==> src/logic/MemoryMapPackage.sv <==
package MemoryMapPackage;

	typedef logic [31:0] Word;

	// Byte address inside one half of a video RAM
	typedef logic [10:0] PixelAddr;

	typedef enum logic [2:0] {
		modeNone = 3'd0,
		modeByte = 3'd1,
		modeHalf = 3'd2,
		modeWord = 3'd3
	} AccessMode;

	typedef enum logic [3:0] {
		regionNone,
		regionSevenSeg,
		regionResetVector,
		regionMsCounter,
		regionUsCounter,
		regionBufferSwap,
		regionMainRam,
		regionVram0,
		regionVram1
	} MemRegion;

	// Address map, byte addresses
	localparam Word SevenSegAddr = 32'd255;
	localparam Word ResetVectorAddr = 32'd259;
	localparam Word MsCounterAddr = 32'd267;
	localparam Word UsCounterAddr = 32'd271;
	localparam Word BufferSwapAddr = 32'd275;
	localparam Word MainRamBase = 32'd1024;
	localparam Word MainRamLast = 32'd65535;
	localparam Word Vram0Base = 32'd65536;
	localparam Word Vram1Base = 32'd67584;
	localparam Word VramBytes = 32'd2048;

	localparam Word ResetVectorDefault = 32'h3FC;

endpackage

==> src/logic/PixelFetch.sv <==
`timescale 1ns/1ps

module PixelFetch (
	input logic clk,
	input logic rst,
	input MemoryMapPackage::PixelAddr pixelAddress,
	input logic displayBuffer,
	output logic [9:0] wordAddress,
	input MemoryMapPackage::Word wordData,
	output logic [7:0] pixel
);
	import MemoryMapPackage::*;

	logic [1:0] byteSelQ;

	// Onscreen half on top, then the word within that half
	assign wordAddress = {displayBuffer, pixelAddress[10:2]};

	// Byte select follows the RAM by one cycle
	always_ff @(posedge clk or negedge rst) begin
		if (rst == 1'b0)
			byteSelQ <= 2'd0;
		else
			byteSelQ <= pixelAddress[1:0];
	end

	assign pixel = wordData[{byteSelQ, 3'b000} +: 8];

endmodule

==> config.mk <==
export PLATFORM = sky130hd
export DESIGN_NAME = PixelFetch
export DESIGN_NICKNAME = d
export VERILOG_FILES = /design/src/logic/MemoryMapPackage.sv /design/src/logic/PixelFetch.sv
export SDC_FILE = /design/constraint.sdc
export NUM_CORES = 1
export LEC_CHECK = 0
export ABC_AREA = 1
export BUFFER_PORTS_ARGS = -buffer_cell sky130_fd_sc_hd__buf_2
export CORE_MARGIN = 2
export CORE_UTILIZATION = 30
export DETAILED_ROUTE_END_ITERATION = 8
export PLACE_DENSITY = 0.81
export SLEW_MARGIN = 20
export SYNTH_ARGS = -nofsm -noshare
export SYNTH_HDL_FRONTEND = slang
export SYNTH_SLANG_ARGS = --single-unit
==> constraint.sdc <==
create_clock -name clk -period 1.1 [get_ports clk]
set_input_delay 0.11 -clock clk [delete_from_list [all_inputs] [get_ports clk]]
set_output_delay 0.11 -clock clk [all_outputs]
set_load 0.05 [all_outputs]
==> results by group <==
Run status
  – Status: complete, but fails checks
  – Violated checks: negative setup slack

Layout
  – Area Growth Syn to Fin: 90.6%
  – Seq. cell area: around 51 sq um
  – Largest register by flop count: byteSelQ
  – Non-Filler Instances: around 160
  – Ant. Diodes: 0
  – Commonest non-fill, non-tap cells in the layout: buf_2 (35), inv_1 (32), nand2_1 (23)
  – Layout cell share with drive strength beyond 1: 59.3%
  – Largest registers: byteSelQ x2
  – Max reg flops: 2
  – # fillers: 156
  – Layout Nets: around 190
  – Most common cell after layout, fill and taps aside: buf_2
  – Multi-input gate area: 398 sq um

Setup path
  – CP Class: reg2out
  – Crit. End Element: output port
  – Critical Path RT: 0.99 ns
  – Worst setup SP type: flip-flop
  – Crit path max fanout: 6
  – Worst Path Arrival: 1.20 ns

Global route
  – Initial antenna violation count: 0
  – Total gr overflow: 0
  – Gr usage total: approximately 17%
  – Largest net degree at the start of global routing: 17
  – First-pass GRT wire length: 2.62 mm
  – Vias in the first global route: 681

Clock tree
  – # clock sinks: 2
  – Htree depth: 1
  – Clock Path Buffers: 2
  – Worst-path clk slew: 0.03 ns
  – Num CTS Buffers: 3
  – Clock Tree Root: clkbuf_4
  – Post-CTS Setup Bufs: 0
  – CTS tree: done

Die
  – Ports: 64
  – Die footprint: 0.00208 sq mm
  – Core Area: ~0.0017 sq mm
  – Die Y: 45.7 um
  – Rows: 15
  – Effective utilization at floorplan: 31.2%
  – Die Width: around 46 um

STA
  – Final Hold Vio Count: 0
  – Normalized max-slew margin: between 80% and 90%
  – Fin crit period: 1.31 ns
  – Final setup TNS: -1.62 ns
  – Final setup margin: -0.215 ns
  – FMAX: 0.761 GHz
  – Tcrit/Tclk final: 120%
  – Pins over their slew limit: 0
  – Setup Viol. Count Final: 8
  – Worst slew pin tran: 0.226 ns
  – RSZ-0062 raised after global routing: yes

Logic synthesis
  – Avg Inst Size Synth: about 4.9 sq um
  – Post-synthesis cell count: 106
  – Yosys reg bits: 2
  – Synth warn: 0
  – Syn_nets: 152
  – Sequential area share after synthesis: about a tenth
  – Count of cell types in the netlist: 8
  – Mapped Area: 520 sq um

Detailed routing
  – DR WL/cell: ~10 um
  – Final WL: around 1.6 mm
  – Drt via density: 4.35
  – DRC viols: 0
  – Detailed Route Iter0 Violations: 4
  – DRT antenna net count: 0
  – DRT Pass-1 Iters: 4
  – Via count: between 700 and 800

Pwr
  – Max VDD drop: 0.717 mV
  – Leakage: 0.643 nW
  – PwrDens: just over 700 mW/mm^2
  – Overall Power: 0.713 mW

Placed design
  – Routability cong.: 0.612
  – Port Buffers: 43
  – Post-DP HPWL: 1.04 mm
  – Post-placement cell count: 155

Run
  – MaxCap Viol Count: 0

Hold path
  – HP Class: in2async
-- cells by family after synthesis --
| logic type | after synthesis | synth area share (%) |
|---|---|---|
| buffers and inverters | 48 | 46.2 |
| DFF | 2 | 9.62 |
| and+or+nand+nor | 56 | 44.2 |
-- worst max-delay path, stage by stage (launching register included) --
cell and delay (ns):
dfrtp_2 0.45, buf_6 0.16, nand2_1 0.07, nand3_2 0.08
nand2_4 0.08, buf_8 0.14
-- what timing repair did --
action                                  in CTS  in global routing
endpoints found under the setup margin       8                  8
gates cloned                                 1                  0
endpoints found under the hold margin        4                  0
hold buffers                                 3                  0
pin swaps                                   22                  0
gates resized for setup                     50                  7
-- metrics by stage --
| stage | hold WS (ns) | worst slack, ns | utilization [%] | area [sq um] |
|---|---|---|---|---|
| global route | 0.209 | -0.275 | 59.4 | 992 |
| finish | 0.215 | -0.215 | 59.4 | 992 |
| global placement | -0.104 | -0.0992 | 43.7 | 729 |
| floorplan | -0.186 | 0.0207 | - | 581 |
| CTS | 0.193 | -0.214 | 58.2 | 972 |
| detailed placement | -0.100 | -0.122 | 43.7 | 729 |
-- synth_stat cells --
cell	n	area (sq um)
buf_6	2	22.5
inv_4	1	6.26
dfrtp_1	2	50.1
nand2_1	40	150
buf_2	1	5.00
nand3_1	16	80.1
buf_4	11	82.6
inv_1	33	124
-- report_power, final --
group	switching [mW]	internal, mW
registers	0.00612	0.0783
clock network	0.0378	0.120
logic	0.263	0.207
-- worst max-delay path by stage --
stage	start	endpoint	slack (ns)	cells past startpoint
floorplan	byteSelQ[0]	pixel[4]	0.02	5
global placement	byteSelQ[0]	pixel[2]	-0.1	5
detailed placement	byteSelQ[0]	pixel[0]	-0.12	5
CTS	byteSelQ[0]	pixel[7]	-0.21	5
global route	byteSelQ[0]	pixel[7]	-0.28	5
finish	byteSelQ[0]	pixel[4]	-0.21	5
-- final cells by class --
cell class	count	share of cell area (%)
multi-input cells	56	40.1
inverters	34	13.4
repair buffers	50	36.9
flip-flops and latches	2	5.17
clock buffers	3	2.27
well taps	17	2.14
-- metal layers --
metal | vias to the layer above | share of wire, % | global-route usage (%) | routed length (um)
met5 | - | 0 | 0 | 0
met4 | 0 | 0 | 7.06 | 0
met3 | 0 | 6.1 | 2.38 | 99
met2 | 32 | 55 | 30.4 | 889
met1 | 305 | 39 | 19.2 | 625
li1 | 367 | - | - | -
No activity file was read; power rests on OpenSTA's default activity.
