File: config.mk
export PLATFORM = sky130hd
export DESIGN_NAME = TimeBase
export DESIGN_NICKNAME = d
export VERILOG_FILES = /design/src/logic/MemoryMapPackage.sv /design/src/logic/TimeBase.sv
export SDC_FILE = /design/constraint.sdc
export NUM_CORES = 1
export LEC_CHECK = 0
export ABC_AREA = 1
export BUFFER_PORTS_ARGS = -buffer_cell sky130_fd_sc_hd__buf_4
export CAP_MARGIN = 20
export CORE_ASPECT_RATIO = 1.5
export CORE_MARGIN = 2
export CORE_UTILIZATION = 40
export DETAILED_ROUTE_END_ITERATION = 7
export GPL_ROUTABILITY_DRIVEN = 0
export MAX_ROUTING_LAYER = met4
export REMOVE_ABC_BUFFERS = 1
export SLEW_MARGIN = 10
export SYNTH_ARGS = -nofsm -noshare
export SYNTH_HDL_FRONTEND = slang
export SYNTH_SLANG_ARGS = --single-unit
File: constraint.sdc
create_clock -name clk -period 2.1 [get_ports clk]
set_input_delay 0.315 -clock clk [delete_from_list [all_inputs] [get_ports clk]]
set_output_delay 0.315 -clock clk [all_outputs]
set_load 0.05 [all_outputs]
File: src/logic/MemoryMapPackage.sv
package MemoryMapPackage;

	typedef logic [31:0] Word;

	// Byte address inside one half of a video RAM
	typedef logic [10:0] PixelAddr;

	typedef enum logic [2:0] {
		modeNone = 3'd0,
		modeByte = 3'd1,
		modeHalf = 3'd2,
		modeWord = 3'd3
	} AccessMode;

	typedef enum logic [3:0] {
		regionNone,
		regionSevenSeg,
		regionResetVector,
		regionMsCounter,
		regionUsCounter,
		regionBufferSwap,
		regionMainRam,
		regionVram0,
		regionVram1
	} MemRegion;

	// Address map, byte addresses
	localparam Word SevenSegAddr = 32'd255;
	localparam Word ResetVectorAddr = 32'd259;
	localparam Word MsCounterAddr = 32'd267;
	localparam Word UsCounterAddr = 32'd271;
	localparam Word BufferSwapAddr = 32'd275;
	localparam Word MainRamBase = 32'd1024;
	localparam Word MainRamLast = 32'd65535;
	localparam Word Vram0Base = 32'd65536;
	localparam Word Vram1Base = 32'd67584;
	localparam Word VramBytes = 32'd2048;

	localparam Word ResetVectorDefault = 32'h3FC;

endpackage

File: src/logic/TimeBase.sv
`timescale 1ns/1ps

module TimeBase #(
	parameter int CyclesPerMs = 8333,
	parameter int CyclesPerUs = 8
) (
	input logic clk,
	input logic rst,
	output MemoryMapPackage::Word msCount,
	output MemoryMapPackage::Word usCount
);
	import MemoryMapPackage::*;

	// Index 0 is the millisecond tick, index 1 the microsecond tick
	localparam Word Periods [2] = '{Word'(CyclesPerMs), Word'(CyclesPerUs)};

	Word prescale [2];
	Word count [2];

	always_ff @(posedge clk or negedge rst) begin
		if (rst == 1'b0) begin
			for (int i = 0; i < 2; i++) begin
				prescale[i] <= '0;
				count[i] <= '0;
			end
		end
		else begin
			for (int i = 0; i < 2; i++) begin
				if (prescale[i] == Periods[i] - 32'd1) begin
					prescale[i] <= '0;
					count[i] <= count[i] + 32'd1;
				end
				else begin
					prescale[i] <= prescale[i] + 32'd1;
				end
			end
		end
	end

	assign msCount = count[0];
	assign usCount = count[1];

endmodule

==> impl_metrics.json <==
{
  "final-hold-violation-count": 0,
  "grt_setup_unrepaired": "no",
  "first_global_vias": 7763,
  "synth.largest_area_cell": "dfrtp_1",
  "placeable_core_region_um2": 20300,
  "design.portCount": 66,
  "slowest_cell_on_the_critical_path": "dfrtp_1",
  "layout_overhead_on_the_synthesized_area_pct": 18.3,
  "worst_path_most_repeated_cell": "nand2_1",
  "critPathCaptureType": "flop",
  "worst-setup-path-type": "flop to flop",
  "initial_utilization": 0.404,
  "cp.required_ns": 2.41,
  "netSwitchingFraction": 0.219,
  "maxCapViolCount": 0,
  "clock_sink_count": 128,
  "via_density": 4.84,
  "tightest_slew_ns": 0.484,
  "antenna_found_initial": 0,
  "finalCritPeriodShare": 0.850,
  "max-slew-margin-rel": 0.676,
  "io_buffer_count": 65,
  "critPathArrivalTime_ns": 2.10,
  "synth_area_um2": 8190,
  "utilization_of_the_core_after_routing": 0.478,
  "grt_usage": 0.227,
  "critical_path.n_buffers_inverters": 1,
  "clk_transition_reported_paths_ns": 0.06,
  "final_common_cell": "nand2_1",
  "total_congestion_overflow": 0,
  "synth.ff_latch_count": 128,
  "multi_input_area_um2": 4260,
  "power_switching_mw": 1.23,
  "seq_area_frac_synth": 0.391,
  "clk-insertion-delay-late_ns": 0.43,
  "drive_gt1_frac": 0.0905,
  "finClkSkew_ns": 0.00840,
  "power_density_over_the_cells_nw_per_um2": 578,
  "finish.net_count": 1365,
  "setup_violations": 0,
  "rows": 64,
  "timing.final.crit_period_ns": 1.79,
  "power.internal_mw": 4.37,
  "cellLeakagePower_nw": 4.90,
  "die_area_um2": 21700,
  "ys_types": 24,
  "synth.top_cells.by_area": "dfrtp_1 (39%), nand2_1 (23%), nor2_1 (10%)",
  "dp_hpwl_um": 17300,
  "grt_start_max_net_pins": 47,
  "clock_path_buffers": 2,
  "post_synth.cell_area_avg_um2": 6.44,
  "synth_top_cell_area_share": 0.391,
  "power.combinational.fraction": 0.011,
  "design_power_total_mw": 5.60,
  "drc": 0,
  "max_clock_freq_ghz": 0.560,
  "postRouteAntennaNets": 0,
  "vias": 7906,
  "chipWidth_um": 121,
  "postRouteWirelength_um": 22500,
  "critical_path.cell_chain": "ha_1 > inv_1 > nor2_1 > nand2_1 > nor2_1 > nand2_1 > nand2_1 > nand2_1 > nand2_1 > nand2_1",
  "cts_tree": "done",
  "routed_wire_length_per_instance_um": 13.8,
  "run_status": "finished clean",
  "layout.cells.most_common_list": "nand2_1 (498), nor2_1 (219), inv_1 (170), dfrtp_1 (128), nand3_1 (89)",
  "worst_path_dominant_cell_family": "simple AND/OR/NAND/NOR gates",
  "grt_pass1_wl_um": 37600,
  "initialDrtViolationCount": 326,
  "irDropWorstVdd_mv": 0.522,
  "p_seq_frac": 0.441,
  "ys_warn_count": 0,
  "drtPass1Iterations": 6,
  "cts_inserted_buffers": 17,
  "ff_latch_area_um2": 3200,
  "cts.root.buffer_cell": "clkbuf_16",
  "timing.critical_path.from_type": "flop",
  "cp_slowest_stage_delay_ns": 0.47,
  "syn-instance-count": 1272,
  "worstHoldPathType": "input port to asynchronous set/reset pin",
  "setup_tns_ns": 0,
  "htreeDepth": 4,
  "cts_resized": 0,
  "die_h_um": 179,
  "slew_viol_final": 0,
  "clock_power_share": 0.548,
  "layout.filler_cells": 2077,
  "antenna_cells": 0,
  "crit_fanout": 7
}
==> worst paths after layout <==
check / from / to / slack [ns] / cells past startpoint
worst max-delay path: usCount[0] / usCount[30] / 0.31 / 10
worst min-delay path: rst / msCount[15] / 0.38 / 2
worst max register to register: usCount[0] / usCount[30] / 0.31 / 10
worst min register to register: prescale[0] / prescale[0] / 0.51 / 1
max in group asynchronous: rst / msCount[1] / 1.11 / 3
min in group clk: prescale[0] / prescale[0] / 0.51 / 1
==> power by group through the flow <==
stage          clock network, mW  logic (mW)  registers, mW
2_1_floorplan                  0  0.00000241           2.51
3_3_place_gp                   0      0.0649           2.51
3_5_place_dp                   0      0.0659           2.51
4_1_cts                     3.13      0.0676           2.47
5_1_grt                     3.25      0.0742           2.46
6_report                    3.07      0.0621           2.47
==> kinds of logic (layout without fill, tap and decap cells) <==
logic type / count (synthesis) / count (layout) / synth area share
DFF: 128 / 128 / 0.391
buffers and inverters: 183 / 281 / 0.0882
xor gates and xnor gates: 60 / 60 / 0.0642
and+or+nand+nor: 865 / 865 / 0.430
adders and majority gates: 5 / 5 / 0.00764
AOI/OAI and AO/OA: 31 / 31 / 0.0189
==> routing by layer <==
metal,track usage,wire (um),up-vias
met1,0.248,9170,3617
met5,-,0,-
met2,0.393,11700,174
met3,0.0359,663,68
met4,0.121,979,0
li1,-,-,4047
==> cell type report <==
cell class / count / share of cell area
inverters: 170 / 0.0659
repair buffers: 80 / 0.0665
flip-flops and latches: 128 / 0.331
well taps: 264 / 0.0341
clock inverters: 13 / 0.0171
multi-input cells: 961 / 0.440
clock buffers: 18 / 0.0453
==> registers in the layout, summed over array words and instances, names as in the netlist <==
name      count
prescale     64
usCount      32
msCount      32
==> metrics by stage <==
step           area (um^2)  setup slack, ns  hold WS, ns  cells
2_1_floorplan         8110            0.223       0.0194   1259
3_3_place_gp          9070            0.371        0.284   1602
3_5_place_dp          9070            0.342        0.288   1602
4_1_cts               9680            0.310        0.404   1634
5_1_grt               9680           0.0940        0.441   1634
6_report              9680            0.314        0.382   1634
==> Yosys cell counts <==
| cell type | count |
|---|---|
| nor3_2 | 1 |
| nand2_2 | 2 |
| inv_1 | 170 |
| clkbuf_1 | 4 |
| and2_1 | 1 |
| buf_2 | 4 |
| o21ai_0 | 28 |
| xnor2_1 | 15 |
| nand4_1 | 20 |
| xor2_1 | 45 |
| nand3_1 | 89 |
| o21ai_1 | 3 |
| nand3_2 | 1 |
| buf_4 | 2 |
| nand2_1 | 498 |
| buf_6 | 3 |
| nor2_2 | 6 |
| nor3_1 | 16 |
| and3_1 | 2 |
| nand3b_1 | 6 |
| ha_1 | 5 |
| nor2_1 | 219 |
| dfrtp_1 | 128 |
| nor2_4 | 4 |
==> what timing repair did <==
item,4_1_cts,5_1_grt
hold endpoints to repair,43,0
buffers inserted,0,0
hold buffers,1,0
Note: power is estimated with default switching activity, not from simulation.
