===== config.mk =====
export PLATFORM = sky130hd
export DESIGN_NAME = BusRouter
export DESIGN_NICKNAME = d
export VERILOG_FILES = /design/src/logic/MemoryMapPackage.sv /design/src/logic/BusRouter.sv
export SDC_FILE = /design/constraint.sdc
export NUM_CORES = 1
export LEC_CHECK = 0
export ABC_AREA = 1
export BUFFER_PORTS_ARGS = -buffer_cell sky130_fd_sc_hd__buf_2
export CORE_AREA = 5 5 224 226
export DETAILED_ROUTE_END_ITERATION = 10
export DIE_AREA = 0 0 229 231
export PLACE_DENSITY = 0.3
export SETUP_SLACK_MARGIN = 0.05
export SLEW_MARGIN = 15
export SYNTH_ARGS = -nofsm -noshare
export SYNTH_HDL_FRONTEND = slang
export SYNTH_SLANG_ARGS = --single-unit

===== constraint.sdc =====
create_clock -name clk -period 2.68 [get_ports clk]
set_input_delay 0.536 -clock clk [delete_from_list [all_inputs] [get_ports clk]]
set_output_delay 0.536 -clock clk [all_outputs]
set_load 0.1 [all_outputs]

===== src/logic/MemoryMapPackage.sv =====
package MemoryMapPackage;

	typedef logic [31:0] Word;

	// Byte address inside one half of a video RAM
	typedef logic [10:0] PixelAddr;

	typedef enum logic [2:0] {
		modeNone = 3'd0,
		modeByte = 3'd1,
		modeHalf = 3'd2,
		modeWord = 3'd3
	} AccessMode;

	typedef enum logic [3:0] {
		regionNone,
		regionSevenSeg,
		regionResetVector,
		regionMsCounter,
		regionUsCounter,
		regionBufferSwap,
		regionMainRam,
		regionVram0,
		regionVram1
	} MemRegion;

	// Address map, byte addresses
	localparam Word SevenSegAddr = 32'd255;
	localparam Word ResetVectorAddr = 32'd259;
	localparam Word MsCounterAddr = 32'd267;
	localparam Word UsCounterAddr = 32'd271;
	localparam Word BufferSwapAddr = 32'd275;
	localparam Word MainRamBase = 32'd1024;
	localparam Word MainRamLast = 32'd65535;
	localparam Word Vram0Base = 32'd65536;
	localparam Word Vram1Base = 32'd67584;
	localparam Word VramBytes = 32'd2048;

	localparam Word ResetVectorDefault = 32'h3FC;

endpackage


===== src/logic/BusRouter.sv =====
`timescale 1ns/1ps

module BusRouter (
	input logic clk,
	input logic rst,
	input MemoryMapPackage::Word address,
	input MemoryMapPackage::Word writeData,
	input MemoryMapPackage::AccessMode writeMode,
	input MemoryMapPackage::AccessMode readMode,
	input logic unsignedLoad,
	output MemoryMapPackage::Word dataOut,
	input logic displayBuffer,
	output MemoryMapPackage::Word mainByteAddress,
	output MemoryMapPackage::Word mainWriteData,
	output MemoryMapPackage::AccessMode mainWriteMode,
	output MemoryMapPackage::AccessMode mainReadMode,
	output logic mainUnsignedLoad,
	output MemoryMapPackage::Word vram0ByteAddress,
	output MemoryMapPackage::Word vram0WriteData,
	output MemoryMapPackage::AccessMode vram0WriteMode,
	output MemoryMapPackage::AccessMode vram0ReadMode,
	output logic vram0UnsignedLoad,
	output MemoryMapPackage::Word vram1ByteAddress,
	output MemoryMapPackage::Word vram1WriteData,
	output MemoryMapPackage::AccessMode vram1WriteMode,
	output MemoryMapPackage::AccessMode vram1ReadMode,
	output logic vram1UnsignedLoad,
	input MemoryMapPackage::Word mainReadData,
	input MemoryMapPackage::Word vram0ReadData,
	input MemoryMapPackage::Word vram1ReadData,
	output logic sevenSegWrite,
	output logic resetVectorWrite,
	output logic swapWrite,
	output MemoryMapPackage::Word registerWriteData,
	input MemoryMapPackage::Word sevenSeg,
	input MemoryMapPackage::Word resetVector,
	input logic swapRequest,
	input MemoryMapPackage::Word msCount,
	input MemoryMapPackage::Word usCount
);
	import MemoryMapPackage::*;

	MemRegion region;
	MemRegion regionQ;
	logic writing;
	logic readPendingQ;
	Word vramAddress;

	// Keyboard range and the old PC address decode to nothing
	always_comb begin
		if (address == SevenSegAddr)
			region = regionSevenSeg;
		else if (address == ResetVectorAddr)
			region = regionResetVector;
		else if (address == MsCounterAddr)
			region = regionMsCounter;
		else if (address == UsCounterAddr)
			region = regionUsCounter;
		else if (address == BufferSwapAddr)
			region = regionBufferSwap;
		else if (address >= MainRamBase && address <= MainRamLast)
			region = regionMainRam;
		else if (address >= Vram0Base && address < Vram0Base + VramBytes)
			region = regionVram0;
		else if (address >= Vram1Base && address < Vram1Base + VramBytes)
			region = regionVram1;
		else
			region = regionNone;
	end

	assign writing = (writeMode != modeNone);

	assign sevenSegWrite = writing && (region == regionSevenSeg);
	assign resetVectorWrite = writing && (region == regionResetVector);
	assign swapWrite = writing && (region == regionBufferSwap);
	assign registerWriteData = writeData;

	// Master always lands in the offscreen half
	assign vramAddress = Word'({~displayBuffer, address[10:0]});

	assign mainByteAddress = address;
	assign mainWriteData = writeData;
	assign mainWriteMode = (region == regionMainRam) ? writeMode : modeNone;
	assign mainReadMode = (region == regionMainRam) ? readMode : modeNone;
	assign mainUnsignedLoad = unsignedLoad;

	assign vram0ByteAddress = vramAddress;
	assign vram0WriteData = writeData;
	assign vram0WriteMode = (region == regionVram0) ? writeMode : modeNone;
	assign vram0ReadMode = (region == regionVram0) ? readMode : modeNone;
	assign vram0UnsignedLoad = unsignedLoad;

	assign vram1ByteAddress = vramAddress;
	assign vram1WriteData = writeData;
	assign vram1WriteMode = (region == regionVram1) ? writeMode : modeNone;
	assign vram1ReadMode = (region == regionVram1) ? readMode : modeNone;
	assign vram1UnsignedLoad = unsignedLoad;

	always_ff @(posedge clk or negedge rst) begin
		if (rst == 1'b0) begin
			regionQ <= regionNone;
			readPendingQ <= 1'b0;
		end
		else begin
			regionQ <= region;
			readPendingQ <= (readMode != modeNone);
		end
	end

	// Response for the request of the previous cycle
	always_comb begin
		dataOut = '0;
		if (readPendingQ) begin
			unique case (regionQ)
				regionSevenSeg: dataOut = sevenSeg;
				regionResetVector: dataOut = resetVector;
				regionMsCounter: dataOut = msCount;
				regionUsCounter: dataOut = usCount;
				regionBufferSwap: dataOut = {31'd0, swapRequest};
				regionMainRam: dataOut = mainReadData;
				regionVram0: dataOut = vram0ReadData;
				regionVram1: dataOut = vram1ReadData;
				default: dataOut = '0;
			endcase
		end
	end

endmodule


==> flow_metrics.py <==
metrics = {
    "status": {
        "status": "finished, final reports clean",
    },
    "pwr": {
        "internal-power_uw": 449,
        "switching_power_uw": 752,
        "leakage_nw": 3.26,
        "share_seq_of_total_power_pct": 6.5,
        "switching_share_pct": 62.6,
        "pwr_density_cell_nw_per_um2": 185,
        "ir_drop_v": 0.000173,
        "pwr-share-comb_pct": 73.1,
        "p_clk_share_pct": 20.4,
    },
    "routing": {
        "first_iter_violations": 115,
        "ant_nets": 0,
        "vias_per_cell": 3.22,
        "drc_errors": 0,
        "drt-pass1-iter-count": 4,
        "routed-via-count": 4989,
        "postRouteWirelength_um": 24000,
        "wire_per_inst_um": 15.5,
    },
    "sta": {
        "max_slew_margin_vs_limit_pct": 32.2,
        "hold_viol": 0,
        "grt_setup_unrepaired": "true",
        "timing_worst_slew_pin_value_ps": 1020,
        "final_min_period_over_clock_period_pct": 96.1,
        "post-route-worst-setup-slack_ps": 105,
        "finalCriticalPeriod_ps": 2570,
        "holdWs_ps": 134,
        "setup_viol_count_final": 0,
        "final-max-slew-violation-count": 0,
        "highest_clock_rate_ghz": 0.388,
        "fin_setup_tns_ps": 0,
    },
    "placement": {
        "gp_routability_congestion": 0.788,
        "port_buffer_count": 374,
        "dpl-instance-area_um2": 6270,
        "numPlacedInstances": 1536,
        "pre_cts_slack_ps": 122,
        "hpwl_um": 20300,
    },
    "global_route": {
        "track_usage_pct": 7.97,
        "vias_in_the_first_global_route": 5115,
        "antenna_violations_before_repair": 1,
        "grt_first_pass_wirelength_um": 32600,
        "maximum_number_of_pins_on_one_net_before_global_route_repair": 33,
        "gr-total-overflow": 0,
    },
    "layout": {
        "stdcell_area_um2": 6510,
        "layout_common_cells": "sky130_fd_sc_hd__buf_2, sky130_fd_sc_hd__nand2_1, sky130_fd_sc_hd__nor2_1, sky130_fd_sc_hd__buf_12, sky130_fd_sc_hd__inv_1",
        "share_of_layout_cells_above_drive_strength_1_pct": 51.5,
        "fillerInstances": 5669,
        "multi_input_area_um2": 2280,
        "syn_to_final_growth_pct": 57.7,
        "most_frequent_standard_cell_in_the_layout_excluding_fill_and_tap_cells": "sky130_fd_sc_hd__buf_2",
        "seq_area_um2": 129,
        "num-nets-final": 1224,
        "instances_no_fill": 1547,
    },
    "floorplan": {
        "die-area_um2": 52900,
        "placement_rows": 81,
        "dieWidth_um": 229,
        "effective_utilization_at_floorplan_pct": 8.57,
        "die_h_um": 231,
        "core_area_um2": 48100,
        "floorplan.io_pins": 579,
    },
    "clock_tree": {
        "cts_num_sinks": 5,
        "tritoncts.num_buffers": 3,
        "tritoncts": "built",
        "clock_path_buffers": 2,
        "clk_pin_slew_worst_paths_ps": 30,
        "htree_levels": 1,
        "cts_hold_repair.buffers": 0,
        "ctsRootBufferMaster": "sky130_fd_sc_hd__clkbuf_16",
    },
    "worst_setup_path": {
        "worst_path_dominant_cell_family": "buffers and inverters",
        "critical_path.most_common_cell": "sky130_fd_sc_hd__buf_4",
        "cp_max_fo": 7,
        "worst_path_largest_cell_delay_ps": 400,
        "critPathArrivalTime_ps": 2040,
        "worst_setup_path_end_kind": "output pin",
        "crit_path_top_delay_cell": "sky130_fd_sc_hd__dfrtp_1",
        "timing.critical_path.from_type": "flop",
        "setup.worst_path.class": "reg2out",
        "crit_required_ps": 2140,
        "path_cells": "buf_4, nor2_4, buf_4, nand2_8, buf_4, nor2_1, a211oi_2, buf_4, a21oi_2, buf_12",
        "buffers_and_inverters_on_the_worst_path": 5,
    },
    "worst_hold_path": {
        "min_path_type": "in2async",
    },
    "synthesis": {
        "ys_ff_latch": 5,
        "synth_top_family_by_area": "buffers and inverters",
        "post_syn_area_per_cell_um2": 5.66,
        "yosys-mux-area-fraction_pct": 0,
        "synth_xor_area_share_pct": 0,
        "syn_warnings": 0,
        "syn-instance-count": 729,
        "adder_cell_fraction_of_synth_area_pct": 0,
        "synthesis.area_um2": 4130,
        "synth_seq_area_share_pct": 3.03,
        "post_synth_num_cell_types": 30,
        "compound_gate_portion_of_the_synthesized_area_pct": 14.1,
        "yosys.area_share.simple_pct": 32.6,
    },
    "run": {
        "drv.max_cap_violation_count": 0,
    },
}
## per-stage QoR
| step | power [mW] | util, % |
|---|---|---|
| 2_1_floorplan | 1.72 | - |
| 3_3_place_gp | 0.959 | 13.0 |
| 3_5_place_dp | 0.960 | 13.0 |
| 4_1_cts | 1.21 | 13.2 |
| 5_1_grt | 1.25 | 13.5 |
| 6_report | 1.20 | 13.5 |
## sequential cells by signal (all words and copies together), names as in the netlist
| signal | flops |
|---|---|
| regionQ | 4 |
| readPendingQ | 1 |
## metal layers
| metal | GRT usage (%) | wire [µm] | part of all wire (%) |
|---|---|---|---|
| met5 | 0.643 | 45 | 0.19 |
| met2 | 14.2 | 11700 | 49 |
| met4 | 1.41 | 393 | 1.6 |
| met1 | 8.84 | 8990 | 38 |
| met3 | 3.58 | 2830 | 12 |
## synth_stat cells
cell type | count | area [µm²]
sky130_fd_sc_hd__a21oi_1 | 40 | 200
sky130_fd_sc_hd__clkbuf_1 | 3 | 11.3
sky130_fd_sc_hd__o21a_1 | 1 | 7.51
sky130_fd_sc_hd__conb_1 | 1 | 3.75
sky130_fd_sc_hd__o211ai_1 | 2 | 15.0
sky130_fd_sc_hd__o211ai_2 | 1 | 12.5
sky130_fd_sc_hd__buf_2 | 9 | 45.0
sky130_fd_sc_hd__a211oi_1 | 14 | 105
sky130_fd_sc_hd__a22o_1 | 11 | 96.3
sky130_fd_sc_hd__nand4_1 | 2 | 12.5
sky130_fd_sc_hd__buf_4 | 236 | 1770
sky130_fd_sc_hd__a221oi_1 | 3 | 26.3
sky130_fd_sc_hd__and3_1 | 1 | 6.26
sky130_fd_sc_hd__nand3_1 | 38 | 190
sky130_fd_sc_hd__o21ai_0 | 3 | 15.0
sky130_fd_sc_hd__buf_6 | 3 | 33.8
sky130_fd_sc_hd__a21boi_0 | 1 | 7.51
sky130_fd_sc_hd__o21bai_1 | 1 | 7.51
sky130_fd_sc_hd__a31oi_1 | 14 | 87.6
sky130_fd_sc_hd__nor2_2 | 4 | 25.0
sky130_fd_sc_hd__nand2_1 | 194 | 728
sky130_fd_sc_hd__nand2_2 | 5 | 31.3
sky130_fd_sc_hd__nand4_2 | 1 | 12.5
sky130_fd_sc_hd__dfrtp_1 | 5 | 125
sky130_fd_sc_hd__nand3_2 | 1 | 10.0
sky130_fd_sc_hd__inv_2 | 9 | 33.8
sky130_fd_sc_hd__nor2_4 | 4 | 45.0
sky130_fd_sc_hd__nor3_1 | 3 | 15.0
sky130_fd_sc_hd__inv_1 | 47 | 176
sky130_fd_sc_hd__nor2_1 | 72 | 270
## cell type report
cell class | instances | area share [%]
multi-input combinational | 456 | 35.1
inverter | 56 | 3.31
tap | 622 | 12.0
antenna | 1 | 0.0384
sequential | 5 | 1.98
timing repair buffer | 403 | 46.4
clock buffer | 4 | 1.21
## what timing repair did
action | 4_1_cts | 5_1_grt
endpoints found under the setup margin | 6 | 14
gates resized for setup | 5 | 10
cloned | 0 | 2
hold endpoints to repair | 0 | 0
pin swaps | 0 | 1
setup buffers | 1 | 3
## power by group through the flow
stage | registers (mW) | clock network [mW] | logic (mW)
detailed placement | 0.0787 | 0 | 0.881
global route | 0.0778 | 0.256 | 0.919
finish | 0.0777 | 0.246 | 0.878
floorplan | 0.0777 | 0 | 1.64
CTS | 0.0778 | 0.250 | 0.883
global placement | 0.0787 | 0 | 0.880
## worst max-delay path by stage
stage,endpoint,depth (start not counted),from
floorplan,sevenSegWrite,9,address[13]
global placement,resetVectorWrite,13,address[20]
detailed placement,resetVectorWrite,13,address[29]
CTS,dataOut[7],8,regionQ[0]
global route,sevenSegWrite,11,address[23]
finish,dataOut[1],10,regionQ[2]
## cells by family after synthesis
| group | Yosys count |
|---|---|
| compound gates | 91 |
| other cells | 1 |
| flops | 5 |
| buf+inv | 307 |
| simple gates | 325 |
Note: power is estimated with default switching activity, not from simulation.
