===== src/logic/MemoryMapPackage.sv =====
package MemoryMapPackage;

	typedef logic [31:0] Word;

	// Byte address inside one half of a video RAM
	typedef logic [10:0] PixelAddr;

	typedef enum logic [2:0] {
		modeNone = 3'd0,
		modeByte = 3'd1,
		modeHalf = 3'd2,
		modeWord = 3'd3
	} AccessMode;

	typedef enum logic [3:0] {
		regionNone,
		regionSevenSeg,
		regionResetVector,
		regionMsCounter,
		regionUsCounter,
		regionBufferSwap,
		regionMainRam,
		regionVram0,
		regionVram1
	} MemRegion;

	// Address map, byte addresses
	localparam Word SevenSegAddr = 32'd255;
	localparam Word ResetVectorAddr = 32'd259;
	localparam Word MsCounterAddr = 32'd267;
	localparam Word UsCounterAddr = 32'd271;
	localparam Word BufferSwapAddr = 32'd275;
	localparam Word MainRamBase = 32'd1024;
	localparam Word MainRamLast = 32'd65535;
	localparam Word Vram0Base = 32'd65536;
	localparam Word Vram1Base = 32'd67584;
	localparam Word VramBytes = 32'd2048;

	localparam Word ResetVectorDefault = 32'h3FC;

endpackage


===== src/logic/PeripheralRegisters.sv =====
`timescale 1ns/1ps

module PeripheralRegisters (
	input logic clk,
	input logic rst,
	input logic sevenSegWrite,
	input logic resetVectorWrite,
	input logic swapWrite,
	input MemoryMapPackage::Word registerWriteData,
	input logic frameDone,
	output MemoryMapPackage::Word sevenSeg,
	output MemoryMapPackage::Word resetVector,
	output logic swapRequest,
	output logic displayBuffer
);
	import MemoryMapPackage::*;

	always_ff @(posedge clk or negedge rst) begin
		if (rst == 1'b0) begin
			sevenSeg <= '0;
			resetVector <= ResetVectorDefault;
			swapRequest <= 1'b0;
			displayBuffer <= 1'b0;
		end
		else begin
			if (sevenSegWrite)
				sevenSeg <= registerWriteData;
			if (resetVectorWrite)
				resetVector <= registerWriteData;

			// Swap only between frames, and the pending request is consumed
			if (frameDone && swapRequest) begin
				displayBuffer <= ~displayBuffer;
				swapRequest <= 1'b0;
			end
			else if (swapWrite) begin
				swapRequest <= registerWriteData[0];
			end
		end
	end

endmodule


===== config.mk =====
export PLATFORM = sky130hd
export DESIGN_NAME = PeripheralRegisters
export DESIGN_NICKNAME = d
export VERILOG_FILES = /design/src/logic/MemoryMapPackage.sv /design/src/logic/PeripheralRegisters.sv
export SDC_FILE = /design/constraint.sdc
export NUM_CORES = 1
export LEC_CHECK = 0
export ABC_AREA = 0
export BUFFER_PORTS_ARGS = -buffer_cell sky130_fd_sc_hd__buf_2
export CELL_PAD_IN_SITES_DETAIL_PLACEMENT = 0
export CELL_PAD_IN_SITES_GLOBAL_PLACEMENT = 1
export CORE_ASPECT_RATIO = 0.8
export CORE_MARGIN = 4
export CORE_UTILIZATION = 24
export CTS_BUF_LIST = sky130_fd_sc_hd__clkbuf_4
export DETAILED_ROUTE_END_ITERATION = 8
export PLACE_DENSITY = 0.64
export SYNTH_ARGS = -nofsm -noshare
export SYNTH_HDL_FRONTEND = slang
export SYNTH_SLANG_ARGS = --single-unit

===== constraint.sdc =====
create_clock -name clk -period 0.8 [get_ports clk]
set_input_delay 0.08 -clock clk [delete_from_list [all_inputs] [get_ports clk]]
set_output_delay 0.08 -clock clk [all_outputs]
set_load 0.01 [all_outputs]

==> qor.txt, run 1 <==
Clock Latency Late Sink: 400 ps
Cts bufs inserted: 9
Setup TNS: -18270 ps
Complex-gate fraction of the synthesized area: 0.001802
Period utilization: 1.439
Leak Pwr: 2.261 nW
Grt total ovfl: 0
Clock Sinks: 66
Worst EP arrival: 1070 ps
Antenna diodes: 0
Flops & latches, synth: 66
DIE AREA: 0.01337 mm2
CP max stage delay: 570 ps
Required time of the critical path: 720 ps
Crit start category: flip-flop
Netlist cell types: 10
Syn avg cell area: 19.56 um2
Hold WS: 186.9 ps
Detailed Place HPWL: 4338 um
Detail Route Antenna Nets: 0
Power, Total: 8.414 mW
Horiz. Die Dim: 128.3 um
Relative slew slack: 0.8706
Worst Path Max Fanout: 2
Pins over their slew limit: 0
Starting Density: 0.2502
Worst-margin pin slew: 194.1 ps
Yosys Warn Count: 0
Post-route worst setup slack: -351.2 ps
1st-pass router iterations: 4
Multi-input gate area: 980.9 um2
Iter 0 DRT Violations: 31
Row count: 34
Routed WL: 6792 um
Delay-heaviest family, CP: flip-flops
Synth Cell Area: 0.002778 mm2
P&R area growth vs syn: 61.94%
Initial antenna violation count: 0
Post-synthesis mux area share: 0.3441
Final setup fails: 107
Pre-CTS setup slack: -100.1 ps
Adder-Cell Fraction of Synth Area: 0
Top cells by area, synth: dfrtp_1 (52%), mux2_4 (32%), dfstp_2 (7.6%)
Vias/cell: 3.879
Yosys top cell area share: 0.5225
Synth Area in Simple Gates: 0.001351
Critical Path Slowest Stage Cell: dfstp_2
PortBufs: 103
Post-synthesis xor/xnor area fraction: 0.003153
CTS tree: yes
# IOs: 104
Total track usage: 0.1057
CTS clk-pin slew, worst paths: 110 ps
Fillers: 1042
Hold/Removal Path Class: in2reg
CTS root buf: clkbuf_4
Final Hold Viols: 0
DRC: 0
Pwr dens: 1871 mW/mm2
Largest family of logic cells by synthesized area: multiplexers
Seq. cell area: 0.001662 mm2
Vias in the first global route: 2129
Share of cells above drive strength 1: 0.7092
Chip Height: 104.2 um
Minimum clock period after layout: 1151 ps
Crit end category: output pin
Crit path buffers/inverters: 1
Sequential area share after synthesis: 0.5982
Peak VDD IR: 955.3 uV
Vias post-DR: 1866
Htree depth: 3
Core footprint: 0.01110 mm2
Mapped Nets: 180
Layout Nets: 370
RePlAce Congestion: 0.6740
Max Fclk: 0.8687 GHz
Post-synth top area cell: dfrtp_1
Clock buffer depth: 2
Crit Path Class: reg2out
DR WL/cell: 14.12 um
Largest net degree at the start of global routing: 35
Syn Inst Count: 142
Max Cap Viol: 0
Failing checks: negative setup slack
First-pass GRT wire length: 10880 um
Worst path cell trace: buf_6
Final Skew: 0.09653 ps
Status: complete, but fails checks
RSZ-0062 raised after global routing: true
where the power goes:
| group | switching (mW) | leakage (nW) | internal [mW] | total [mW] |
|---|---|---|---|---|
| sequential | 0.247 | 0.763 | 3.72 | 3.97 |
| clock | 1.13 | 0.0787 | 1.04 | 2.17 |
| combinational | 0.771 | 1.42 | 1.50 | 2.27 |
| total | 2.15 | 2.26 | 6.27 | 8.41 |
layer usage:
layer | wire length, um | global-route usage
met1 | 3087 | 0.1348
met2 | 3069 | 0.1584
met3 | 539 | 0.04723
met4 | 96 | 0.03636
met5 | 0 | 0
through the flow:
stage	utilization	cell area [um2]	cells
global placement	0.3115	3458	388
CTS	0.3844	4268	474
detailed placement	0.3115	3458	388
floorplan	-	2778	142
finish	0.4051	4498	481
global route	0.4051	4498	481
worst paths after layout:
path	startpoint	endpoint	slack [ps]	cells past startpoint
min in group asynchronous	rst	sevenSeg[20]$_DFFE_PN0P_	210	3
worst max register to register	resetVector[29]$_DFFE_PN0P_	resetVector[29]$_DFFE_PN0P_	-110	2
worst min-delay path	sevenSegWrite	sevenSeg[14]$_DFFE_PN0P_	190	3
max in group asynchronous	rst	resetVector[3]$_DFFE_PN1P_	320	3
worst max-delay path	resetVector[4]$_DFFE_PN1P_	resetVector[4]	-350	1
worst min register to register	resetVector[18]$_DFFE_PN0P_	resetVector[18]$_DFFE_PN0P_	520	1
area by class of cell:
| type | instances | share of cell area |
|---|---|---|
| flip-flops and latches | 66 | 0.3694 |
| repair buffers | 187 | 0.3427 |
| multi-input cells | 68 | 0.2181 |
| well taps | 144 | 0.04006 |
| clock buffers | 12 | 0.02003 |
| clock inverters | 4 | 0.009736 |
state kept, by name, summed over array words and instances (netlist names):
signal         flops
displayBuffer      1
resetVector       32
sevenSeg          32
swapRequest        1
cells in the mapped netlist:
library cell	instances
a21oi_1	1
buf_12	6
buf_6	2
dfrtp_1	58
dfstp_2	8
mux2_2	4
mux2_4	60
mux2i_1	1
nand2_1	1
xnor2_1	1
cells by family (layout without fill, tap and decap cells):
logic type / Yosys count / count (layout)
simple gates: 1 / 1
compound gates: 1 / 1
xor+xnor: 1 / 1
buf+inv: 8 / 203
flops: 66 / 66
mux: 65 / 65
what timing repair did:
action,4_1_cts,5_1_grt
buffers inserted,34,12
endpoints found under the setup margin,66,102
gates cloned,0,0
hold buffers,36,0
pin swaps,0,0
resized for setup,10,39
hold endpoints to repair,132,0
layout by cell type (no fill, tap or decap), drive strengths merged:
cell         synthesis  layout
buf                  8     151
mux2                64      64
dfrtp               58      58
dlygate4sd3          0      36
clkbuf               0      12
dfstp                8       8
clkinv               0       3
mux2i                1       1
a21oi                1       1
nand2                1       1
xnor2                1       1
bufinv               0       1
Note: power is estimated with default switching activity, not from simulation.
==> run 2, diff against run 1 <==
--- a/config.mk
+++ b/config.mk
@@ -13,8 +13,10 @@
 export CORE_MARGIN = 4
 export CORE_UTILIZATION = 24
 export CTS_BUF_LIST = sky130_fd_sc_hd__clkbuf_4
+export CTS_CLUSTER_DIAMETER = 150
 export DETAILED_ROUTE_END_ITERATION = 8
-export PLACE_DENSITY = 0.64
+export PLACE_DENSITY = 0.62
+export SETUP_SLACK_MARGIN = 0.02
 export SYNTH_ARGS = -nofsm -noshare
 export SYNTH_HDL_FRONTEND = slang
 export SYNTH_SLANG_ARGS = --single-unit
==> constraint.sdc (replaced) <==
create_clock -name clk -period 1.25 [get_ports clk]
set_input_delay 0.125 -clock clk [delete_from_list [all_inputs] [get_ports clk]]
set_output_delay 0.125 -clock clk [all_outputs]
set_load 0.01 [all_outputs]
==> qor.txt, run 2 (synthesis gave the netlist of run 1 again) <==
Top Registers: resetVector: 32 flops, sevenSeg: 32 flops
DRC: 0 (unchanged)
Grt total ovfl: 0 (unchanged)
P&R area growth vs syn: 41.40%
Layout Nets: 327 (-12%)
Max Cap Viol: 0 (unchanged)
Clock Latency Late Sink: 390 ps (about the same)
Worst path cell trace: buf_6
Pins over their slew limit: 0 (unchanged)
Clock Sinks: 66 (unchanged)
Inst Count DP: 385 (-0.77%)
Cts bufs inserted: 9 (unchanged)
Required time of the critical path: 1120 ps (+400 ps)
Total track usage: 0.09515 (-0.01058)
Final setup fails: 0 (-100%)
Commonest cells after routing, fill and taps aside: buf_2 (95), mux2_4 (60), dfrtp_1 (58), dlygate4sd3_1 (35), clkbuf_4 (10)
Vias in the first global route: 1919 (-9.9%)
Delay-heaviest family, CP: flip-flops
Final Hold Viols: 0 (unchanged)
RePlAce Congestion: 0.6502 (-3.5%)
Hold/Removal Path Class: in2reg
Worst Path Max Fanout: 2 (unchanged)
1st-pass router iterations: 4 (unchanged)
Met3 wire len: 501 um (-7.1%)
Initial antenna violation count: 0 (unchanged)
Fin cells: 439 (-8.7%)
Seq. cell area: 0.001662 mm2 (unchanged)
RSZ-0062 raised after global routing: true
Power, Total: 4.719 mW (-44%)
Met2 wire length: 2704 um (-12%)
PortBufs: 103 (unchanged)
Max Fclk: 0.8382 GHz
Top Layer Used: met4
Leak Pwr: 1.958 nW (-13%)
Detailed Place HPWL: 3924 um (-9.5%)
Crit path buffers/inverters: 1 (unchanged)
Iter 0 DRT Violations: 30 (-3.2%)
CTS clk-pin slew, worst paths: 110 ps (about the same)
Vias post-DR: 1713 (-8.2%)
Crit end category: output pin
First-pass GRT wire length: 10010 um (-8.1%)
Horiz. Die Dim: 128.3 um (unchanged)
Minimum clock period after layout: 1193 ps
CTS tree: yes
Pwr dens: 1201 mW/mm2 (-36%)
Clock buffer depth: 2 (unchanged)
# IOs: 104 (unchanged)
Starting Density: 0.2502 (unchanged)
DR WL/cell: 13.79 um (-2.3%)
FF-to-FF setup slack: 430 ps (+540 ps)
Critical Path Slowest Stage Cell: dfstp_2
Vias/cell: 3.902 (+0.58%)
Peak VDD IR: 499.1 uV (-48%)
Routed WL: 6056 um (-11%)
Worst EP arrival: 1070 ps (about the same)
Fillers: 1072 (+2.9%)
Core footprint: 0.01110 mm2 (unchanged)
Chip Height: 104.2 um (unchanged)
CTS root buf: clkbuf_4
Relative slew slack: 0.7580 (-0.1126)
Row count: 34 (unchanged)
Multi-input gate area: 973.4 um2 (-0.77%)
Status: finished clean
Final Skew: 0.01399 ps (-0.08255 ps)
Period utilization: 0.9544
CP max stage delay: 560 ps (about the same)
Worst-margin pin slew: 363.0 ps (+168.9 ps)
DRT met1 WL: 2747 um (-11%)
Largest net degree at the start of global routing: 67 (+91%)
Crit start category: flip-flop
Share of cells above drive strength 1: 0.6531 (-0.05614)
Htree depth: 3 (unchanged)
Crit Path Class: reg2out
Leading cell type in the layout, fill and taps excluded: buf_2
DIE AREA: 0.01337 mm2 (unchanged)
Detail Route Antenna Nets: 0 (unchanged)
[run 2: cell types whose count changed in the layout (fill, tap and decap cells not counted)]
cell	before	now
buf_6	48	8
xnor2_2	1	0
bufinv_16	1	0
clkinv_2	2	1
buf_2	83	95
buf_12	6	4
clkbuf_4	12	10
buf_4	14	2
dlygate4sd3_1	36	35
diode_2	0	1
clkinv_1	1	5
xnor2_1	0	1
[run 2: worst paths after layout]
kind | start | to | depth (start not counted)
worst min-delay path | sevenSegWrite | sevenSeg[24]$_DFFE_PN0P_ | 3
worst max register to register | resetVector[4]$_DFFE_PN1P_ | resetVector[4]$_DFFE_PN1P_ | 2
max in group asynchronous | rst | resetVector[7]$_DFFE_PN1P_ | 3
min in group asynchronous | rst | sevenSeg[25]$_DFFE_PN0P_ | 3
worst min register to register | displayBuffer$_DFFE_PN0P_ | displayBuffer$_DFFE_PN0P_ | 1
worst max-delay path | resetVector[2]$_DFFE_PN1P_ | resetVector[2] | 1
[run 2: what timing repair did]
| action | in CTS | in global routing |
|---|---|---|
| gates resized for setup | 8 | 0 |
| hold buffers | 35 | 0 |
| setup buffers | 2 | 0 |
| hold endpoints to repair | 132 | 0 |
| gates cloned | 0 | 0 |
| endpoints found under the setup margin | 8 | 8 |
[run 2: metrics by stage]
stage | hold slack, ps | setup TNS (ps) | util | instance area [um2] | setup slack, ps
3_5_place_dp | 173.6 | 0 | 0.3072 | 3411 | 259.7
3_3_place_gp | 170.2 | 0 | 0.3072 | 3411 | 268.5
4_1_cts | 204.2 | 0 | 0.3535 | 3925 | 8.467
6_report | 242.8 | 0 | 0.3537 | 3928 | 57.00
2_1_floorplan | -170.6 | 0 | - | 2778 | 457.8
5_1_grt | 204.8 | -23.41 | 0.3535 | 3925 | -13.99
[run 2: where the power goes]
part           total (mW)  internal (mW)  switching (mW)
sequential           2.52           2.38           0.139
combinational        1.06          0.639           0.417
clock                1.14          0.397           0.744
[run 2: cell type report]
cell class,instances,share of cell area
diodes,1,0.0006371
flip-flops and latches,66,0.4231
clock buffers,10,0.01911
well taps,144,0.04587
repair buffers,144,0.2574
clock inverters,6,0.006053
multi-input cells,68,0.2478
[run 2: layer usage]
layer / GRT usage / vias up
met5: 0 / -
met4: 0.03409 / 0
met3: 0.04312 / 8
met2: 0.1394 / 68
met1: 0.1231 / 845
li1: - / 792
==> run 3, diff against run 2 <==
--- a/config.mk
+++ b/config.mk
@@ -7,6 +7,7 @@
 export LEC_CHECK = 0
 export ABC_AREA = 0
 export BUFFER_PORTS_ARGS = -buffer_cell sky130_fd_sc_hd__buf_2
+export CAP_MARGIN = 5
 export CELL_PAD_IN_SITES_DETAIL_PLACEMENT = 0
 export CELL_PAD_IN_SITES_GLOBAL_PLACEMENT = 1
 export CORE_ASPECT_RATIO = 0.8
@@ -15,7 +16,7 @@
 export CTS_BUF_LIST = sky130_fd_sc_hd__clkbuf_4
 export CTS_CLUSTER_DIAMETER = 150
 export DETAILED_ROUTE_END_ITERATION = 8
-export PLACE_DENSITY = 0.62
+export PLACE_DENSITY_LB_ADDON = 0.1
 export SETUP_SLACK_MARGIN = 0.02
 export SYNTH_ARGS = -nofsm -noshare
 export SYNTH_HDL_FRONTEND = slang
==> qor.txt, run 3 (synthesis gave the netlist of run 1 again) <==
Iter 0 DRT Violations: 30 (unchanged)
Hold/Removal Path Class: in2reg
Max Cap Viol: 0 (unchanged)
DR WL/cell: 15.03 um (+8.9%)
Minimum clock period after layout: 1210 ps (+16.95 ps)
CTS clk-pin slew, worst paths: 120 ps (about the same)
RR Startpoint: resetVector[8]$_DFFE_PN1P_
Inst Count DP: 387 (+0.52%)
Crit start category: flip-flop
Worst EP arrival: 1080 ps (about the same)
Critical Path Slowest Stage Cell: dfstp_2
Detail Route Antenna Nets: 0 (unchanged)
CTS root buf: clkbuf_4
Chip Height: 104.2 um (unchanged)
CTS tree: yes
Power, Total: 5.403 mW (+15%)
Clock Latency Late Sink: 400 ps (about the same)
Worst Path Max Fanout: 2 (unchanged)
Vias post-DR: 1680 (-1.9%)
Crit end category: output pin
RSZ-0062 raised after global routing: true
Total track usage: 0.1054 (+0.01024)
Grt total ovfl: 0 (unchanged)
Fin cells: 440 (+0.23%)
Detailed Place HPWL: 4436 um (+13%)
# IOs: 104 (unchanged)
Core footprint: 0.01110 mm2 (unchanged)
Status: finished clean
DRC: 0 (unchanged)
Commonest cells after routing, fill and taps aside: buf_2 (95), mux2_4 (60), dfrtp_1 (58), dlygate4sd3_1 (35), clkbuf_4 (10)
Relative slew slack: 0.7471 (-0.01090)
Starting Density: 0.2502 (unchanged)
P&R area growth vs syn: 45.68%
Crit Path Class: reg2out
Cts bufs inserted: 9 (unchanged)
Required time of the critical path: 1120 ps (about the same)
Antenna diodes: 0 (-1)
RePlAce Congestion: 0.6411 (-1.4%)
Leak Pwr: 2.019 nW (+3.1%)
Layout Nets: 329 (+0.61%)
Pwr dens: 1335 mW/mm2 (+11%)
Vias/cell: 3.818 (-2.1%)
Vias in the first global route: 1886 (-1.7%)
Min-delay src: sevenSegWrite
First-pass GRT wire length: 10850 um (+8.5%)
Final setup fails: 0 (unchanged)
Row count: 34 (unchanged)
Pins over their slew limit: 0 (unchanged)
Routed WL: 6612 um (+9.2%)
Peak VDD IR: 637.2 uV (+28%)
Largest net degree at the start of global routing: 67 (unchanged)
Setup crit start: resetVector[5]$_DFFE_PN1P_
Period utilization: 0.9680 (+0.01356)
Worst-margin pin slew: 379.3 ps (+16.35 ps)
Worst path cell trace: buf_6
Fillers: 1115 (+4.0%)
Delay-heaviest family, CP: flip-flops
Horiz. Die Dim: 128.3 um (unchanged)
Crit path buffers/inverters: 1 (unchanged)
Clock buffer depth: 2 (unchanged)
Final Skew: 0.01457 ps (+0.0005829 ps)
Clock Sinks: 66 (unchanged)
PortBufs: 103 (unchanged)
Htree depth: 3 (unchanged)
1st-pass router iterations: 3 (-1)
Leading cell type in the layout, fill and taps excluded: buf_2
Final Hold Viols: 0 (unchanged)
DIE AREA: 0.01337 mm2 (unchanged)
Max Fclk: 0.8265 GHz (-1.4%)
Share of cells above drive strength 1: 0.6723 (+0.01924)
CP max stage delay: 570 ps (about the same)
Top Registers: resetVector: 32 flops, sevenSeg: 32 flops
Initial antenna violation count: 0 (unchanged)
==> run 3: report_power, final <==
group          switching [mW]  internal (mW)  total (mW)
logic                   0.430          0.651        1.08
clock network           0.775           1.03        1.80
registers               0.139           2.38        2.52
total                    1.34           4.06        5.40
==> run 3: layout make-up <==
type	count	area [um2]	share of cell area
Clock inverter	6	105.1	0.02597
Timing Repair Buffer	146	1051	0.2597
Tap cell	144	180.2	0.04453
Multi-Input combinational cell	68	973.4	0.2406
Clock buffer	10	75.07	0.01855
Sequential cell	66	1662	0.4106
==> run 3: path summary, 6_finish.rpt <==
path	end	slack (ps)	depth (start not counted)
setup / recovery	resetVector[5]	40	1
hold / removal	sevenSeg[26]$_DFFE_PN0P_	150	2
setup reg to reg	resetVector[8]$_DFFE_PN1P_	430	2
hold reg to reg	displayBuffer$_DFFE_PN0P_	480	1
max in group asynchronous	resetVector[4]$_DFFE_PN1P_	640	3
min in group asynchronous	resetVector[28]$_DFFE_PN0P_	250	3
==> run 3: stage by stage <==
step / area (um2) / hold WS, ps / setup TNS (ps) / utilization / worst slack, ps
finish: 4046 / 148.0 / 0 / 0.3644 / 40.05
global route: 4046 / 85.47 / -267.5 / 0.3644 / -43.71
CTS: 4046 / 105.5 / -6.746 / 0.3644 / -6.477
detailed placement: 3451 / 180.8 / 0 / 0.3108 / 231.5
global placement: 3451 / 180.7 / 0 / 0.3108 / 245.2
floorplan: 2778 / -170.6 / 0 / - / 457.8
==> run 3: worst reg2reg max path, cell delays in order (launching register included) <==
cell and delay (ps):
dfstp_2 390, buf_4 120, mux2_4 250
==> run 3: layer usage <==
layer  vias to the layer above  share of wire  global-route usage
li1                        795              -                   -
met1                       808           0.48              0.1460
met2                        70           0.41              0.1372
met3                         7          0.097             0.06160
met4                         0          0.011             0.02955
met5                         -              0                   0
==> run 3: repair_timing <==
action	in CTS	in global routing
buffers inserted	2	0
hold buffers	35	0
resized for setup	8	0
cloned	0	0
endpoints found under the setup margin	8	8
endpoints found under the hold margin	131	0
